==> config.mk <==
export PLATFORM = sky130hd
export DESIGN_NAME = aluPipeline
export DESIGN_NICKNAME = d
export VERILOG_FILES = /design/src/verilog/pipePkg.sv /design/src/verilog/aluPipeline.sv /design/src/verilog/aluExecute.sv /design/src/verilog/forwardUnit.sv /design/src/verilog/decodeStage.sv /design/src/verilog/regFile.sv /design/src/verilog/issueBuffer.sv
export VERILOG_INCLUDE_DIRS = /design/src /design/src/include
export SDC_FILE = /design/constraint.sdc
export NUM_CORES = 2
export LEC_CHECK = 0
export BUFFER_PORTS_ARGS = -buffer_cell sky130_fd_sc_hd__buf_2
export CORE_ASPECT_RATIO = 1.4
export CORE_MARGIN = 2
export CORE_UTILIZATION = 42
export CTS_BUF_LIST = sky130_fd_sc_hd__clkbuf_8
export CTS_CLUSTER_SIZE = 30
export DETAILED_ROUTE_END_ITERATION = 8
export PLACE_DENSITY = 0.57
export REMOVE_ABC_BUFFERS = 1
export SYNTH_ARGS = -nofsm -noshare
export SYNTH_HDL_FRONTEND = slang
export SYNTH_SLANG_ARGS = --single-unit
==> constraint.sdc <==
create_clock -name clk -period 6.7 [get_ports clk]
set_clock_uncertainty 0.15 [all_clocks]
set_input_delay 1.005 -clock clk [delete_from_list [all_inputs] [get_ports clk]]
set_output_delay 1.005 -clock clk [all_outputs]
set_load 0.03 [all_outputs]
==> src/include/pipe_config.svh <==
/*
 * Global sizing macros for the ALU pipeline.
 * Included by the package and by any module that sizes ports or storage.
 */
`ifndef PIPE_CONFIG_SVH
`define PIPE_CONFIG_SVH

`define PIPE_DATA_W      32  // operand and result width
`define PIPE_REG_AW      5   // register address width
`define PIPE_NUM_REGS    32  // architectural registers

// issue FIFO entries, also the sender's credit count after reset
`define PIPE_ISSUE_DEPTH 4

`endif
==> src/verilog/pipePkg.sv <==
/*
 * Shared types of the ALU pipeline: instruction formats, opcodes,
 * ALU operations, pipeline stage records and forwarding selects.
 */
`include "pipe_config.svh"

package pipePkg;

    typedef struct packed {
        logic [5:0]              opcode;
        logic [`PIPE_REG_AW-1:0] rs;
        logic [`PIPE_REG_AW-1:0] rt;
        logic [`PIPE_REG_AW-1:0] rd;
        logic [4:0]              shamt;
        logic [5:0]              funct;
    } rTypeFmt_t;

    typedef struct packed {
        logic [5:0]              opcode;
        logic [`PIPE_REG_AW-1:0] rs;
        logic [`PIPE_REG_AW-1:0] rt;
        logic [15:0]             imm;
    } iTypeFmt_t;

    // same 32 bits, two decodings selected by opcode
    typedef union packed {
        rTypeFmt_t rType;
        iTypeFmt_t iType;
    } instWord_t;

    localparam logic [5:0] opRType = 6'h00;
    localparam logic [5:0] opAddi  = 6'h08;
    localparam logic [5:0] opOri   = 6'h0D;
    localparam logic [5:0] opLui   = 6'h0F;

    localparam logic [5:0] fnAdd = 6'h20;
    localparam logic [5:0] fnSub = 6'h22;
    localparam logic [5:0] fnAnd = 6'h24;
    localparam logic [5:0] fnOr  = 6'h25;
    localparam logic [5:0] fnXor = 6'h26;
    localparam logic [5:0] fnSlt = 6'h2A;

    typedef enum logic [2:0] {
        aluAdd, aluSub, aluAnd, aluOr, aluXor, aluSlt, aluLui
    } aluOp_t;

    typedef struct packed {
        logic                    valid;
        aluOp_t                  aluOp;
        logic [`PIPE_REG_AW-1:0] rs;
        logic [`PIPE_REG_AW-1:0] rt;
        logic [`PIPE_REG_AW-1:0] dst;
        logic                    wrEn;   // cleared for r0 and no-ops
        logic [`PIPE_DATA_W-1:0] rsData;
        logic [`PIPE_DATA_W-1:0] rtData;
        logic [`PIPE_DATA_W-1:0] imm;    // already extended or shifted
        logic                    useImm;
    } exeStage_t;

    typedef struct packed {
        logic                    valid;
        logic                    wrEn;
        logic [`PIPE_REG_AW-1:0] dst;
        logic [`PIPE_DATA_W-1:0] data;
    } wbInfo_t;

    typedef enum logic [1:0] {
        regFile = 2'd0,
        fromMem = 2'd1,
        fromWb  = 2'd2
    } fwdSel_t;

endpackage

==> src/verilog/aluPipeline.sv <==
/*
 * Top of the four-stage ALU pipeline: issue FIFO, decode, register file,
 * forwarding and execute. Instructions enter under credit flow control
 * and every retired register write shows up on wbOut.
 */
`timescale 1ns/1ns
`include "pipe_config.svh"

module aluPipeline (
    input  logic               clk,
    input  logic               rstN,
    input  logic               instValid,
    input  pipePkg::instWord_t instWord,
    input  logic               halt,
    output logic               creditReturn,
    output pipePkg::wbInfo_t   wbOut
);
    logic                    headValid;
    pipePkg::instWord_t      headWord;
    logic                    deq;
    logic [`PIPE_REG_AW-1:0] rsAddr;
    logic [`PIPE_REG_AW-1:0] rtAddr;
    logic [`PIPE_DATA_W-1:0] rsData;
    logic [`PIPE_DATA_W-1:0] rtData;
    pipePkg::exeStage_t      exeStage;
    pipePkg::wbInfo_t        memStage;
    pipePkg::wbInfo_t        wbStage;
    pipePkg::fwdSel_t        fwdA;
    pipePkg::fwdSel_t        fwdB;

    issueBuffer issueBuffer_i (
        .clk          (clk),
        .rstN         (rstN),
        .instValid    (instValid),
        .instWord     (instWord),
        .deq          (deq),
        .headValid    (headValid),
        .headWord     (headWord),
        .creditReturn (creditReturn)
    );

    decodeStage decodeStage_i (
        .clk       (clk),
        .rstN      (rstN),
        .headValid (headValid),
        .headWord  (headWord),
        .halt      (halt),
        .deq       (deq),
        .rsAddr    (rsAddr),
        .rtAddr    (rtAddr),
        .rsData    (rsData),
        .rtData    (rtData),
        .exeStage  (exeStage)
    );

    regFile regFile_i (
        .clk     (clk),
        .rstN    (rstN),
        .rdAddrA (rsAddr),
        .rdAddrB (rtAddr),
        .rdDataA (rsData),
        .rdDataB (rtData),
        .wrPort  (wbStage)   // write-back commits here
    );

    forwardUnit forwardUnit_i (
        .exeStage (exeStage),
        .memStage (memStage),
        .wbStage  (wbStage),
        .fwdA     (fwdA),
        .fwdB     (fwdB)
    );

    aluExecute aluExecute_i (
        .clk      (clk),
        .rstN     (rstN),
        .exeStage (exeStage),
        .fwdA     (fwdA),
        .fwdB     (fwdB),
        .memStage (memStage),
        .wbStage  (wbStage)
    );

    assign wbOut = wbStage;  // valid only for real writes

endmodule

==> src/verilog/aluExecute.sv <==
/*
 * Execute stage. Resolves forwarded operands, runs the ALU and carries
 * the result through the memory and write-back registers.
 */
`timescale 1ns/1ns
`include "pipe_config.svh"

module aluExecute (
    input  logic               clk,
    input  logic               rstN,
    input  pipePkg::exeStage_t exeStage,
    input  pipePkg::fwdSel_t   fwdA,
    input  pipePkg::fwdSel_t   fwdB,
    output pipePkg::wbInfo_t   memStage,
    output pipePkg::wbInfo_t   wbStage
);
    logic [`PIPE_DATA_W-1:0] opA;
    logic [`PIPE_DATA_W-1:0] rtVal;  // forwarded rt before the immediate mux
    logic [`PIPE_DATA_W-1:0] opB;
    logic [`PIPE_DATA_W-1:0] result;

    function automatic logic [`PIPE_DATA_W-1:0] pickOperand(
        input pipePkg::fwdSel_t        sel,
        input logic [`PIPE_DATA_W-1:0] regData,
        input logic [`PIPE_DATA_W-1:0] memData,
        input logic [`PIPE_DATA_W-1:0] wbData
    );
        case (sel)
            pipePkg::fromMem: return memData;
            pipePkg::fromWb:  return wbData;
            default:          return regData;
        endcase
    endfunction

    assign opA   = pickOperand(fwdA, exeStage.rsData, memStage.data, wbStage.data);
    assign rtVal = pickOperand(fwdB, exeStage.rtData, memStage.data, wbStage.data);
    assign opB   = exeStage.useImm ? exeStage.imm : rtVal;

    always_comb begin
        case (exeStage.aluOp)
            pipePkg::aluSub: result = opA - opB;  // wraps
            pipePkg::aluAnd: result = opA & opB;
            pipePkg::aluOr:  result = opA | opB;
            pipePkg::aluXor: result = opA ^ opB;
            pipePkg::aluSlt: result = `PIPE_DATA_W'($signed(opA) < $signed(opB));
            pipePkg::aluLui: result = opB;  // immediate arrives pre-shifted
            default:         result = opA + opB;
        endcase
    end

    always_ff @(posedge clk or negedge rstN) begin
        if (!rstN) begin
            memStage <= '0;
            wbStage  <= '0;
        end else begin
            memStage.valid <= exeStage.valid && exeStage.wrEn;
            memStage.wrEn  <= exeStage.valid && exeStage.wrEn;
            memStage.dst   <= exeStage.dst;
            memStage.data  <= result;
            wbStage        <= memStage;  // no memory access in this design
        end
    end

endmodule

==> src/verilog/forwardUnit.sv <==
/*
 * Operand source selection for the execute stage.
 * Compares rs and rt against the memory and write-back destinations;
 * the memory stage holds the newer result and wins a tie.
 */
`timescale 1ns/1ns
`include "pipe_config.svh"

module forwardUnit (
    input  pipePkg::exeStage_t exeStage,
    input  pipePkg::wbInfo_t   memStage,
    input  pipePkg::wbInfo_t   wbStage,
    output pipePkg::fwdSel_t   fwdA,
    output pipePkg::fwdSel_t   fwdB
);

    // one source register against both producers
    function automatic pipePkg::fwdSel_t pickSource(
        input logic [`PIPE_REG_AW-1:0] src,
        input pipePkg::wbInfo_t        memInfo,
        input pipePkg::wbInfo_t        wbInfo
    );
        logic memHit;
        logic wbHit;
        memHit = memInfo.valid && memInfo.wrEn && (memInfo.dst == src);
        wbHit  = wbInfo.valid && wbInfo.wrEn && (wbInfo.dst == src);
        if (memHit) begin
            return pipePkg::fromMem;
        end else if (wbHit) begin
            return pipePkg::fromWb;
        end
        return pipePkg::regFile;
    endfunction

    // one select per source operand
    always_comb begin
        fwdA = pickSource(exeStage.rs, memStage, wbStage);
        fwdB = pickSource(exeStage.rt, memStage, wbStage);
    end

endmodule

==> src/verilog/decodeStage.sv <==
/*
 * Decode of the FIFO head. Issues when the head is valid and halt is low,
 * reads both operands and loads the execute register; bubbles otherwise.
 */
`timescale 1ns/1ns
`include "pipe_config.svh"

module decodeStage (
    input  logic                    clk,
    input  logic                    rstN,
    input  logic                    headValid,
    input  pipePkg::instWord_t      headWord,
    input  logic                    halt,
    output logic                    deq,
    output logic [`PIPE_REG_AW-1:0] rsAddr,
    output logic [`PIPE_REG_AW-1:0] rtAddr,
    input  logic [`PIPE_DATA_W-1:0] rsData,
    input  logic [`PIPE_DATA_W-1:0] rtData,
    output pipePkg::exeStage_t      exeStage
);
    pipePkg::exeStage_t  nextStage;
    logic                legal;  // recognised encoding

    assign deq    = headValid && !halt;
    assign rsAddr = headWord.rType.rs;  // rs/rt sit in the same bits for both formats
    assign rtAddr = headWord.rType.rt;

    always_comb begin
        legal            = 1'b0;
        nextStage        = '0;
        nextStage.valid  = 1'b1;
        nextStage.rs     = headWord.rType.rs;
        nextStage.rt     = headWord.rType.rt;
        nextStage.rsData = rsData;
        nextStage.rtData = rtData;
        nextStage.aluOp  = pipePkg::aluAdd;
        if (headWord.rType.opcode == pipePkg::opRType) begin
            nextStage.dst = headWord.rType.rd;
            legal         = 1'b1;
            case (headWord.rType.funct)
                pipePkg::fnAdd: nextStage.aluOp = pipePkg::aluAdd;
                pipePkg::fnSub: nextStage.aluOp = pipePkg::aluSub;
                pipePkg::fnAnd: nextStage.aluOp = pipePkg::aluAnd;
                pipePkg::fnOr:  nextStage.aluOp = pipePkg::aluOr;
                pipePkg::fnXor: nextStage.aluOp = pipePkg::aluXor;
                pipePkg::fnSlt: nextStage.aluOp = pipePkg::aluSlt;
                default:        legal = 1'b0;
            endcase
        end else begin
            nextStage.dst    = headWord.iType.rt;  // I-type writes rt
            nextStage.useImm = 1'b1;
            case (headWord.iType.opcode)
                pipePkg::opAddi: begin
                    legal           = 1'b1;
                    nextStage.aluOp = pipePkg::aluAdd;
                    nextStage.imm   = {{(`PIPE_DATA_W-16){headWord.iType.imm[15]}},
                                       headWord.iType.imm};
                end
                pipePkg::opOri: begin
                    legal           = 1'b1;
                    nextStage.aluOp = pipePkg::aluOr;
                    nextStage.imm   = `PIPE_DATA_W'(headWord.iType.imm);
                end
                pipePkg::opLui: begin
                    legal           = 1'b1;
                    nextStage.aluOp = pipePkg::aluLui;
                    nextStage.imm   = `PIPE_DATA_W'({headWord.iType.imm, 16'h0000});
                end
                default: legal = 1'b0;
            endcase
        end
        // no-ops and r0 targets retire silently
        nextStage.wrEn = legal && (nextStage.dst != '0);
    end

    always_ff @(posedge clk or negedge rstN) begin
        if (!rstN) begin
            exeStage <= '0;
        end else if (deq) begin
            exeStage <= nextStage;
        end else begin
            exeStage <= '0;  // bubble
        end
    end

endmodule

==> src/verilog/regFile.sv <==
/*
 * Architectural register file, two read ports and one write port.
 * A read of the address being written returns the new data that cycle.
 */
`timescale 1ns/1ns
`include "pipe_config.svh"

module regFile (
    input  logic                    clk,
    input  logic                    rstN,
    input  logic [`PIPE_REG_AW-1:0] rdAddrA,
    input  logic [`PIPE_REG_AW-1:0] rdAddrB,
    output logic [`PIPE_DATA_W-1:0] rdDataA,
    output logic [`PIPE_DATA_W-1:0] rdDataB,
    input  pipePkg::wbInfo_t        wrPort
);
    logic [`PIPE_DATA_W-1:0] regs [`PIPE_NUM_REGS];
    logic                    wrHit;

    assign wrHit = wrPort.valid && wrPort.wrEn;

    always_ff @(posedge clk or negedge rstN) begin
        if (!rstN) begin
            for (int i = 0; i < `PIPE_NUM_REGS; i++) begin
                regs[i] <= '0;
            end
        end else if (wrHit) begin
            regs[wrPort.dst] <= wrPort.data;  // r0 never arrives with wrEn
        end
    end

    // write-to-read bypass
    assign rdDataA = (wrHit && wrPort.dst == rdAddrA) ? wrPort.data : regs[rdAddrA];
    assign rdDataB = (wrHit && wrPort.dst == rdAddrB) ? wrPort.data : regs[rdAddrB];

endmodule

==> src/verilog/issueBuffer.sv <==
/*
 * Instruction FIFO between the credit-based sender and decode.
 * Every dequeue hands one credit back on creditReturn a cycle later.
 */
`timescale 1ns/1ns
`include "pipe_config.svh"

module issueBuffer (
    input  logic                clk,
    input  logic                rstN,
    input  logic                instValid,
    input  pipePkg::instWord_t  instWord,
    input  logic                deq,
    output logic                headValid,
    output pipePkg::instWord_t  headWord,
    output logic                creditReturn
);
    localparam int PtrW = (`PIPE_ISSUE_DEPTH > 1) ? $clog2(`PIPE_ISSUE_DEPTH) : 1;
    localparam int CntW = $clog2(`PIPE_ISSUE_DEPTH + 1);

    pipePkg::instWord_t  entries [`PIPE_ISSUE_DEPTH];
    logic [PtrW-1:0]     wrPtr;
    logic [PtrW-1:0]     rdPtr;
    logic [CntW-1:0]     count;

    function automatic logic [PtrW-1:0] nextPtr(input logic [PtrW-1:0] ptr);
        if (ptr == PtrW'(`PIPE_ISSUE_DEPTH - 1)) begin
            return '0;
        end
        return ptr + 1'b1;
    endfunction

    // entry storage
    always_ff @(posedge clk) begin
        if (instValid) begin
            entries[wrPtr] <= instWord;
        end
    end

    // pointers, occupancy and the credit pulse
    always_ff @(posedge clk or negedge rstN) begin
        if (!rstN) begin
            wrPtr        <= '0;
            rdPtr        <= '0;
            count        <= '0;
            creditReturn <= 1'b0;
        end else begin
            if (instValid) wrPtr <= nextPtr(wrPtr);
            if (deq) rdPtr <= nextPtr(rdPtr);
            count        <= count + CntW'(instValid) - CntW'(deq);
            creditReturn <= deq;  // one credit per dequeued entry
        end
    end

    assign headValid = (count != '0);
    assign headWord  = entries[rdPtr];

endmodule

Word-level counts from Yosys, hierarchy flattened

Memories as Yosys holds them, arrays and structs flattened.
Cells that the tools add are included.

Add/subtract/negate cells: 6
Equality and inequality tests: 27
Multiplexer cells: 45
Bitwise operators: 6
Reduce and logical (&&, ||, !) cells: 16
Magnitude comparators: 5
Shift operators: 0
Div/mod/pow operators: 0
$mul: 0

Operators by type and width:

| kind                                                 | count |
|---|---|
| bitwise mux 1024 bit                                 | 1 |
| binary-select mux 32 bit (select 5 bit)              | 2 |
| two-way mux 32 bit                                   | 8 |
| case mux 32 bit (6 select lines)                     | 1 |
| demux 32 bit (select 5 bit)                          | 1 |
| case mux 32 bit (2 select lines)                     | 2 |
| two-way mux 117 bit                                  | 1 |
| case mux 32 bit (3 select lines)                     | 1 |
| equality test 6 bit (second input constant)          | 6 |
| two-way mux 33 bit                                   | 1 |
| adder 32 bit                                         | 1 |
| AND 32 bit                                           | 1 |
| < comparator 32 bit                                  | 1 |
| OR 32 bit                                            | 1 |
| subtractor 32 bit                                    | 1 |
| bitwise XOR 32 bit                                   | 1 |
| equality test 5 bit                                  | 6 |
| two-way mux 2 bit                                    | 10 |
| equality test 6 x 4 -> 1 bit (second input constant) | 3 |
| >= comparator 6 bit (second input constant)          | 3 |
| NOT 5 -> 6 bit                                       | 3 |
| case mux 3 bit (5 select lines)                      | 1 |
| two-way mux 1 bit                                    | 13 |
| logical AND 1 bit                                    | 10 |
| 18 further kinds                                     | 26 |

Word-level logic and storage cells: 158
Output and inout port bits: 40
Input bits: 36
Memory bits (writable): 128
Memory bits (read-only): 0
Bits in registers: 1225
Memories: 1
Bits in latches: 0

Memory list:

| name                  | words | width | read ports | clocked after Yosys merged registers in | wr ports | RTL line          | source |
|---|---|---|---|---|---|---|---|
| issueBuffer_i.entries | 4     | 32    | 1          | 0                                       | 1        | issueBuffer.sv:21 | `` pipePkg::instWord_t entries [`PIPE_ISSUE_DEPTH]; `` |

Logic depth before layout (Yosys ltp)

Depth in word-level cells: 10
Mapped depth: 21
Gate-level depth less buffers: 19

Hierarchy

Synthesis repeated with hierarchy kept, for this count alone.

Cells, all modules: 5722
Area total of the unflattened synthesis: 74053.5 um^2

Modules (own cells, without submodules):

| module      | seq. area each (um^2) | area an instance (um^2) | times used | cells each |
|---|---|---|---|---|
| regFile     | 25624.6               | 55011.5                 | 1          | 3863 |
| aluExecute  | 1901.8                | 9610.5                  | 1          | 1308 |
| issueBuffer | 4043.9                | 5097.4                  | 1          | 204 |
| decodeStage | 2927.8                | 4080.2                  | 1          | 316 |
| forwardUnit | 0.0                   | 254.0                   | 1          | 31 |

Least setup slack after synthesis

OpenSTA, ideal clock, no wires.

Path kind: flip-flop to flip-flop
From: register, netlist name aluExecute_i.wbStage[32]
To: register, netlist name aluExecute_i.memStage[18]
Arrival: 4538 ps
Slack: 1886 ps
Cell stages (with the launch flop): 19
Clock period less this slack: 4814 ps
Buffers on the path: 4
Data required time: 6424 ps
Setup time: 126 ps
Path through: dfrtp_1 > clkbuf_1 > xnor2_1 > and3_1 > clkbuf_1 > buf_1 > mux2i_1 > o21ai_0 > ha_1 > buf_2 > nand2_1 > o21bai_1 > a211oi_1 > a2111oi_4 > a2111oi_1 > nor2_1 > xnor2_1 > o2bb2ai_1 > a221o_1

Cells in the longest elaborated chain, start to end: 10
Elaborated cells between the ends (all ways): 23
Those cells by class: 2 x add/sub; 6 x eq/ne; 10 x mux; 3 x bitwise; 2 x reduce/logical

Ends and longest elaborated chain:

| item                                                                       | RTL line          | source |
|---|---|---|
| equality test 5 bit                                                        | forwardUnit.sv:26 | `wbHit = wbInfo.valid && wbInfo.wrEn && (wbInfo.dst == src);` |
| logical AND 1 bit                                                          | forwardUnit.sv:26 |  |
| two-way mux 1 bit                                                          | forwardUnit.sv:29 | `end else if (wbHit) begin` |
| two-way mux 1 bit                                                          | forwardUnit.sv:27 | `if (memHit) begin` |
| two-way mux 2 bit                                                          | forwardUnit.sv:32 | `return pipePkg::regFile;` |
| equality test 2 bit / equality test 2 x 1 -> 1 bit (equally long branches) | aluExecute.sv:28  | `case (sel)` |
| case mux 32 bit (2 select lines)                                           | aluExecute.sv:28  |  |
| two-way mux 32 bit                                                         | aluExecute.sv:37  | `assign opB = exeStage.useImm ? exeStage.imm : rtVal;` |
| adder 32 bit, or another cell as far along                                 | aluExecute.sv:47  | `default: result = opA + opB;` |
| case mux 32 bit (6 select lines) *                                         | aluExecute.sv:40  | `case (exeStage.aluOp)` |
| named net aluExecute_i.result[18]                                          | aluExecute.sv:20  | `` logic [`PIPE_DATA_W-1:0] result; `` |

Mark *: on every way through the listed nets, which the timed path passes. The rest lies on a longest branch.
A chain may end at the register's enable or synchronous reset.

Worst setup path in the final report

From: register, netlist name aluExecute_i.wbStage[34]
To: register, netlist name aluExecute_i.memStage[28]

Cells in the longest elaborated chain, start to end: 10
Elaborated cells between the ends (all ways): 23
Those cells by class: 2 x add/sub; 6 x eq/ne; 10 x mux; 3 x bitwise; 2 x reduce/logical

Ends and longest elaborated chain:

| item                                                                       | RTL line |
|---|---|
| equality test 5 bit                                                        | forwardUnit.sv:26 |
| logical AND 1 bit                                                          | forwardUnit.sv:26 |
| two-way mux 1 bit                                                          | forwardUnit.sv:29 |
| two-way mux 1 bit                                                          | forwardUnit.sv:27 |
| two-way mux 2 bit                                                          | forwardUnit.sv:32 |
| equality test 2 bit / equality test 2 x 1 -> 1 bit (equally long branches) | aluExecute.sv:28 |
| case mux 32 bit (2 select lines)                                           | aluExecute.sv:28 |
| two-way mux 32 bit                                                         | aluExecute.sv:37 |
| adder 32 bit, or another cell as far along                                 | aluExecute.sv:47 |
| case mux 32 bit (6 select lines) *                                         | aluExecute.sv:40 |
| named net aluExecute_i.result[28]                                          | aluExecute.sv:20 |

Marks and branches as above.

==> results by stage <==
STA:
- The slew at the pin with the worst max-slew slack is roughly 1.2 ns.
- The share of the clock period used by the worst path after layout is 0.868.
- Across all hold checks on the routed design, the worst slack comes to between 0.07 and 0.08 ns.
- Measured against its own limit, the worst slew margin works out to 0.168.
- The total negative slack is 0 ns.
- The minimum clock period after layout is a little under 6 ns.
- Setup repair after global routing left no endpoint under its margin.
- Setup violations remaining at the end of the flow were counted as 0.
- The total count of hold-check failures in the final report is 0.
- The highest attainable clock frequency is between 150 and 200 MHz.
- The final-report max-slew violation count is 0.

Clock network:
- The clock insertion delay at the later pin of the skew report is 1.01 ns.
- The H-tree generated during clock tree synthesis spans 4 levels.
- In this run, post-CTS repair resized a total of 0 instances.
- Clock tree synthesis found a total of approximately 1400 sinks.
- The clock transition at the registers of the reported paths is around 0.07 ns.
- The maximum root-to-sink buffer count is 3.
- The clock tree from TritonCTS is built.
- The clock root buffer is clkbuf_8.
- The TritonCTS buffer count is between 200 and 250.

Synthesis:
- Counting flops and latches in the post-synthesis netlist gives ~1400.
- In this run, synthesis inferred roughly 130 flip-flops with an integrated enable.
- The mean post-synth cell area is 12.0 sq um.
- The predominant post-synthesis flop cell is dfrtp_1.
- The post-synthesis instance area is between 0.07 and 0.08 sq mm.
- The post-synthesis sequential area ratio is 0.467.
- For this run, the number of Yosys warnings is 0.
- In the synthesized netlist the async set-or-reset flop fraction comes to 0.905.
- The cell count after synthesis came out at a little over 6000.
- Yosys mapped the design onto 87 distinct sky130hd cell types.

Placement:
- The congestion estimate from routability-driven global placement came to a little under 1.
- The placed wire-length estimate after detailed placement is between 100 and 150 mm.
- The count of buffers from port buffering is 75.

Outcome:
- The flow ran to the end, and the final reports show no timing, DRC or antenna violations.

Floorplanning:
- The total number of placement rows is roughly 180.
- The starting utilization of the core area is 0.421.
- The I/O pin count is between 70 and 80.
- Measured along the x axis, the die boundary spans 358 um.
- The core area is between 0.15 and 0.2 sq mm.
- The die area is between 0.15 and 0.2 sq mm.
- The vertical die dimension is ~500 um.

GRT:
- The maximum number of pins on one net before global-route repair is roughly 160.
- The first global-routing pass estimated roughly 360 mm of wire.
- The total congestion overflow is 0.
- The number of antenna violations at the first check in global routing is 3.
- The aggregate global-route resource usage is 0.271.
- The via count of the first global-routing pass is ~53000.

Drt:
- In the routed design, unresolved DRC markers number 0.
- In this run the remaining antenna-violating nets after routing total 0.
- Detailed routing inserted a total of 51897 vias.
- The mean routed wirelength per cell is between 20 and 30 um.
- After detailed routing, the total wire length is 242 mm.
- In this run, the number of DRC markers left after iteration 0 of detailed routing was 4795.
- The pre-antenna-repair detailed-routing pass consisted of 8 iterations.
- The via density per instance is around 6.1.

Power and ir drop:
- Summed over all cells, the static leakage comes to 35.5 nW.
- The peak supply drop is 332 uV.
- Power spread over the standard cell area amounts to ~370 mW/mm^2.

Setup path:
- For the worst setup path, the data arrival time is around 6.5 ns.
- The slowest stage of the critical path belongs to the cell a2111oi_2.
- The library cell appearing most often on the critical path is mux2i_1.
- The sum of buffers and inverters on the critical path is 2.
- The kind of cell with the highest combined delay along the critical path is compound AO/OA/AOI/OAI gates.
- Data on the critical path is required at its endpoint by around 7.4 ns.
- The type of the setup path with the least slack is reg2reg.
- The highest fanout seen on the critical path is 19.
- The signal on the critical path passes through xor2_1 > nor4_1 > and3_2 > buf_4 > mux2i_1 > o21ai_0 > inv_1 > fa_1 > nor2b_1 > o31a_1 > o311ai_1 > o21a_1 > a2111oi_2 > o21ai_1 > a31oi_1 > mux2i_1 > nand4_1.
- The worst setup path is captured at a flop.
- For this run, the slowest stage of the critical path takes between 0.6 and 0.7 ns.
- The worst setup path is launched from a flop.

Finish:
- From synthesis to final layout, the design area changed by 9.43%.
- The leading cell type in the layout, fill and taps excluded is dfrtp_1.
- The top cell types in the final layout, fill and taps aside, are dfrtp_1, mux2_2, nand2_1.
- The net count reported at finish is 6179.
- The fraction of final layout cells with drive strength greater than 1 is 0.342.

Run:
- The max capacitance violation total is 0.

Hold path:
- The worst hold path belongs to the class in2reg.
## routing by layer
layer	GRT usage	up-vias	wire length, um
met5	0	-	0
met3	0.0521	568	16400
li1	-	22150	-
met4	0.145	0	14300
met2	0.438	2011	116000
met1	0.345	27168	95700
## stage by stage
stage                util  instance area [sq um]  total power [mW]  instances  worst slack (ns)
floorplan               -                  71300              17.2       5594             -6.33
global placement    0.436                  76400              22.6       8125              1.12
detailed placement  0.436                  76400              22.6       8125             0.967
CTS                 0.461                  80700              29.8       8503             0.901
global route        0.461                  80700              31.1       8505             0.534
finish              0.461                  80700              29.7       8508             0.885
## worst reg2reg max path: stages, from the launching register on
cell	delay (ns)
dfrtp_1	0.56
xor2_1	0.24
nor4_1	0.32
and3_2	0.45
buf_4	0.45
mux2i_1	0.13
o21ai_0	0.46
inv_1	0.15
fa_1	0.43
nor2b_1	0.18
o31a_1	0.22
o311ai_1	0.22
o21a_1	0.29
a2111oi_2	0.64
o21ai_1	0.21
a31oi_1	0.25
mux2i_1	0.22
nand4_1	0.11
## flip-flops by register name (all words and copies together), names as in the netlist
register / flops
regFile_i.regs: 1024
issueBuffer_i.entries: 128
decodeStage_i.exeStage: 117
aluExecute_i.memStage: 38
aluExecute_i.wbStage: 38
issueBuffer_i.count: 3
issueBuffer_i.rdPtr: 2
issueBuffer_i.wrPtr: 2
## report_power, final
group          internal, mW  leakage (nW)  switching, mW
Sequential             8.94          18.2          0.569
Combinational          4.27          14.9           8.76
Clock                  3.71          2.42           3.46
## cells by family after synthesis
kind of cell / synth area share
AO/OA/AOI/OAI: 0.0620
XOR/XNOR: 0.00606
adder cells (fa/ha/maj): 0.0183
buffers and inverters: 0.0454
flip-flops: 0.467
multiplexers: 0.312
AND/OR/NAND/NOR: 0.0890
## area by class of cell
cell class | count | area [sq um]
Fill cell | 15775 | 94400
Multi-Input combinational cell | 3996 | 36200
Sequential cell | 1352 | 34500
Clock buffer | 256 | 3520
Tap cell | 2300 | 2880
Timing Repair Buffer | 234 | 1900
Inverter | 246 | 926
Clock inverter | 119 | 739
Antenna cell | 5 | 12.5
## repair_timing
item	4_1_cts	5_1_grt
endpoints found under the hold margin	124	0
setup buffers	0	0
hold buffers	3	0
## cell usage after synthesis, types with 23 or more instances
cell type,number,area share
a211oi_1,42,0.0043
a21oi_1,232,0.016
a31oi_1,73,0.0062
and2_1,29,0.0025
buf_1,93,0.0047
buf_2,67,0.0045
buf_6,23,0.0035
clkbuf_1,371,0.019
clkinv_1,100,0.0051
dfrtp_1,1224,0.42
edfxtp_1,128,0.052
ha_1,103,0.017
inv_1,143,0.0073
mux2_2,1026,0.16
mux2i_1,74,0.010
mux4_2,474,0.14
nand2_1,724,0.037
nand3_1,408,0.028
nor2_1,235,0.012
nor3_1,26,0.0018
o21ai_0,177,0.012
o22ai_1,70,0.0059
xnor2_1,37,0.0044
## path summary, 6_finish.rpt
kind	endpoint	slack, ns	depth (start not counted)	startpoint
max in group asynchronous	regFile_i.regs[857]$_DFFE_PN0P_	4.24	3	rstN
min in group asynchronous	regFile_i.regs[939]$_DFFE_PN0P_	0.59	2	rstN
worst min register to register	aluExecute_i.memStage[33]$_DFF_PN0_	0.21	0	decodeStage_i.exeStage[99]$_DFF_PN0_
worst min-delay path	issueBuffer_i.entries[1][10]$_DFFE_PP_	0.08	1	instWord[10]
worst max-delay path	aluExecute_i.memStage[28]$_DFF_PN0_	0.88	17	aluExecute_i.wbStage[34]$_DFF_PN0_
worst max register to register	aluExecute_i.memStage[28]$_DFF_PN0_	0.88	17	aluExecute_i.wbStage[34]$_DFF_PN0_
Power figures use the tool's default switching activity.
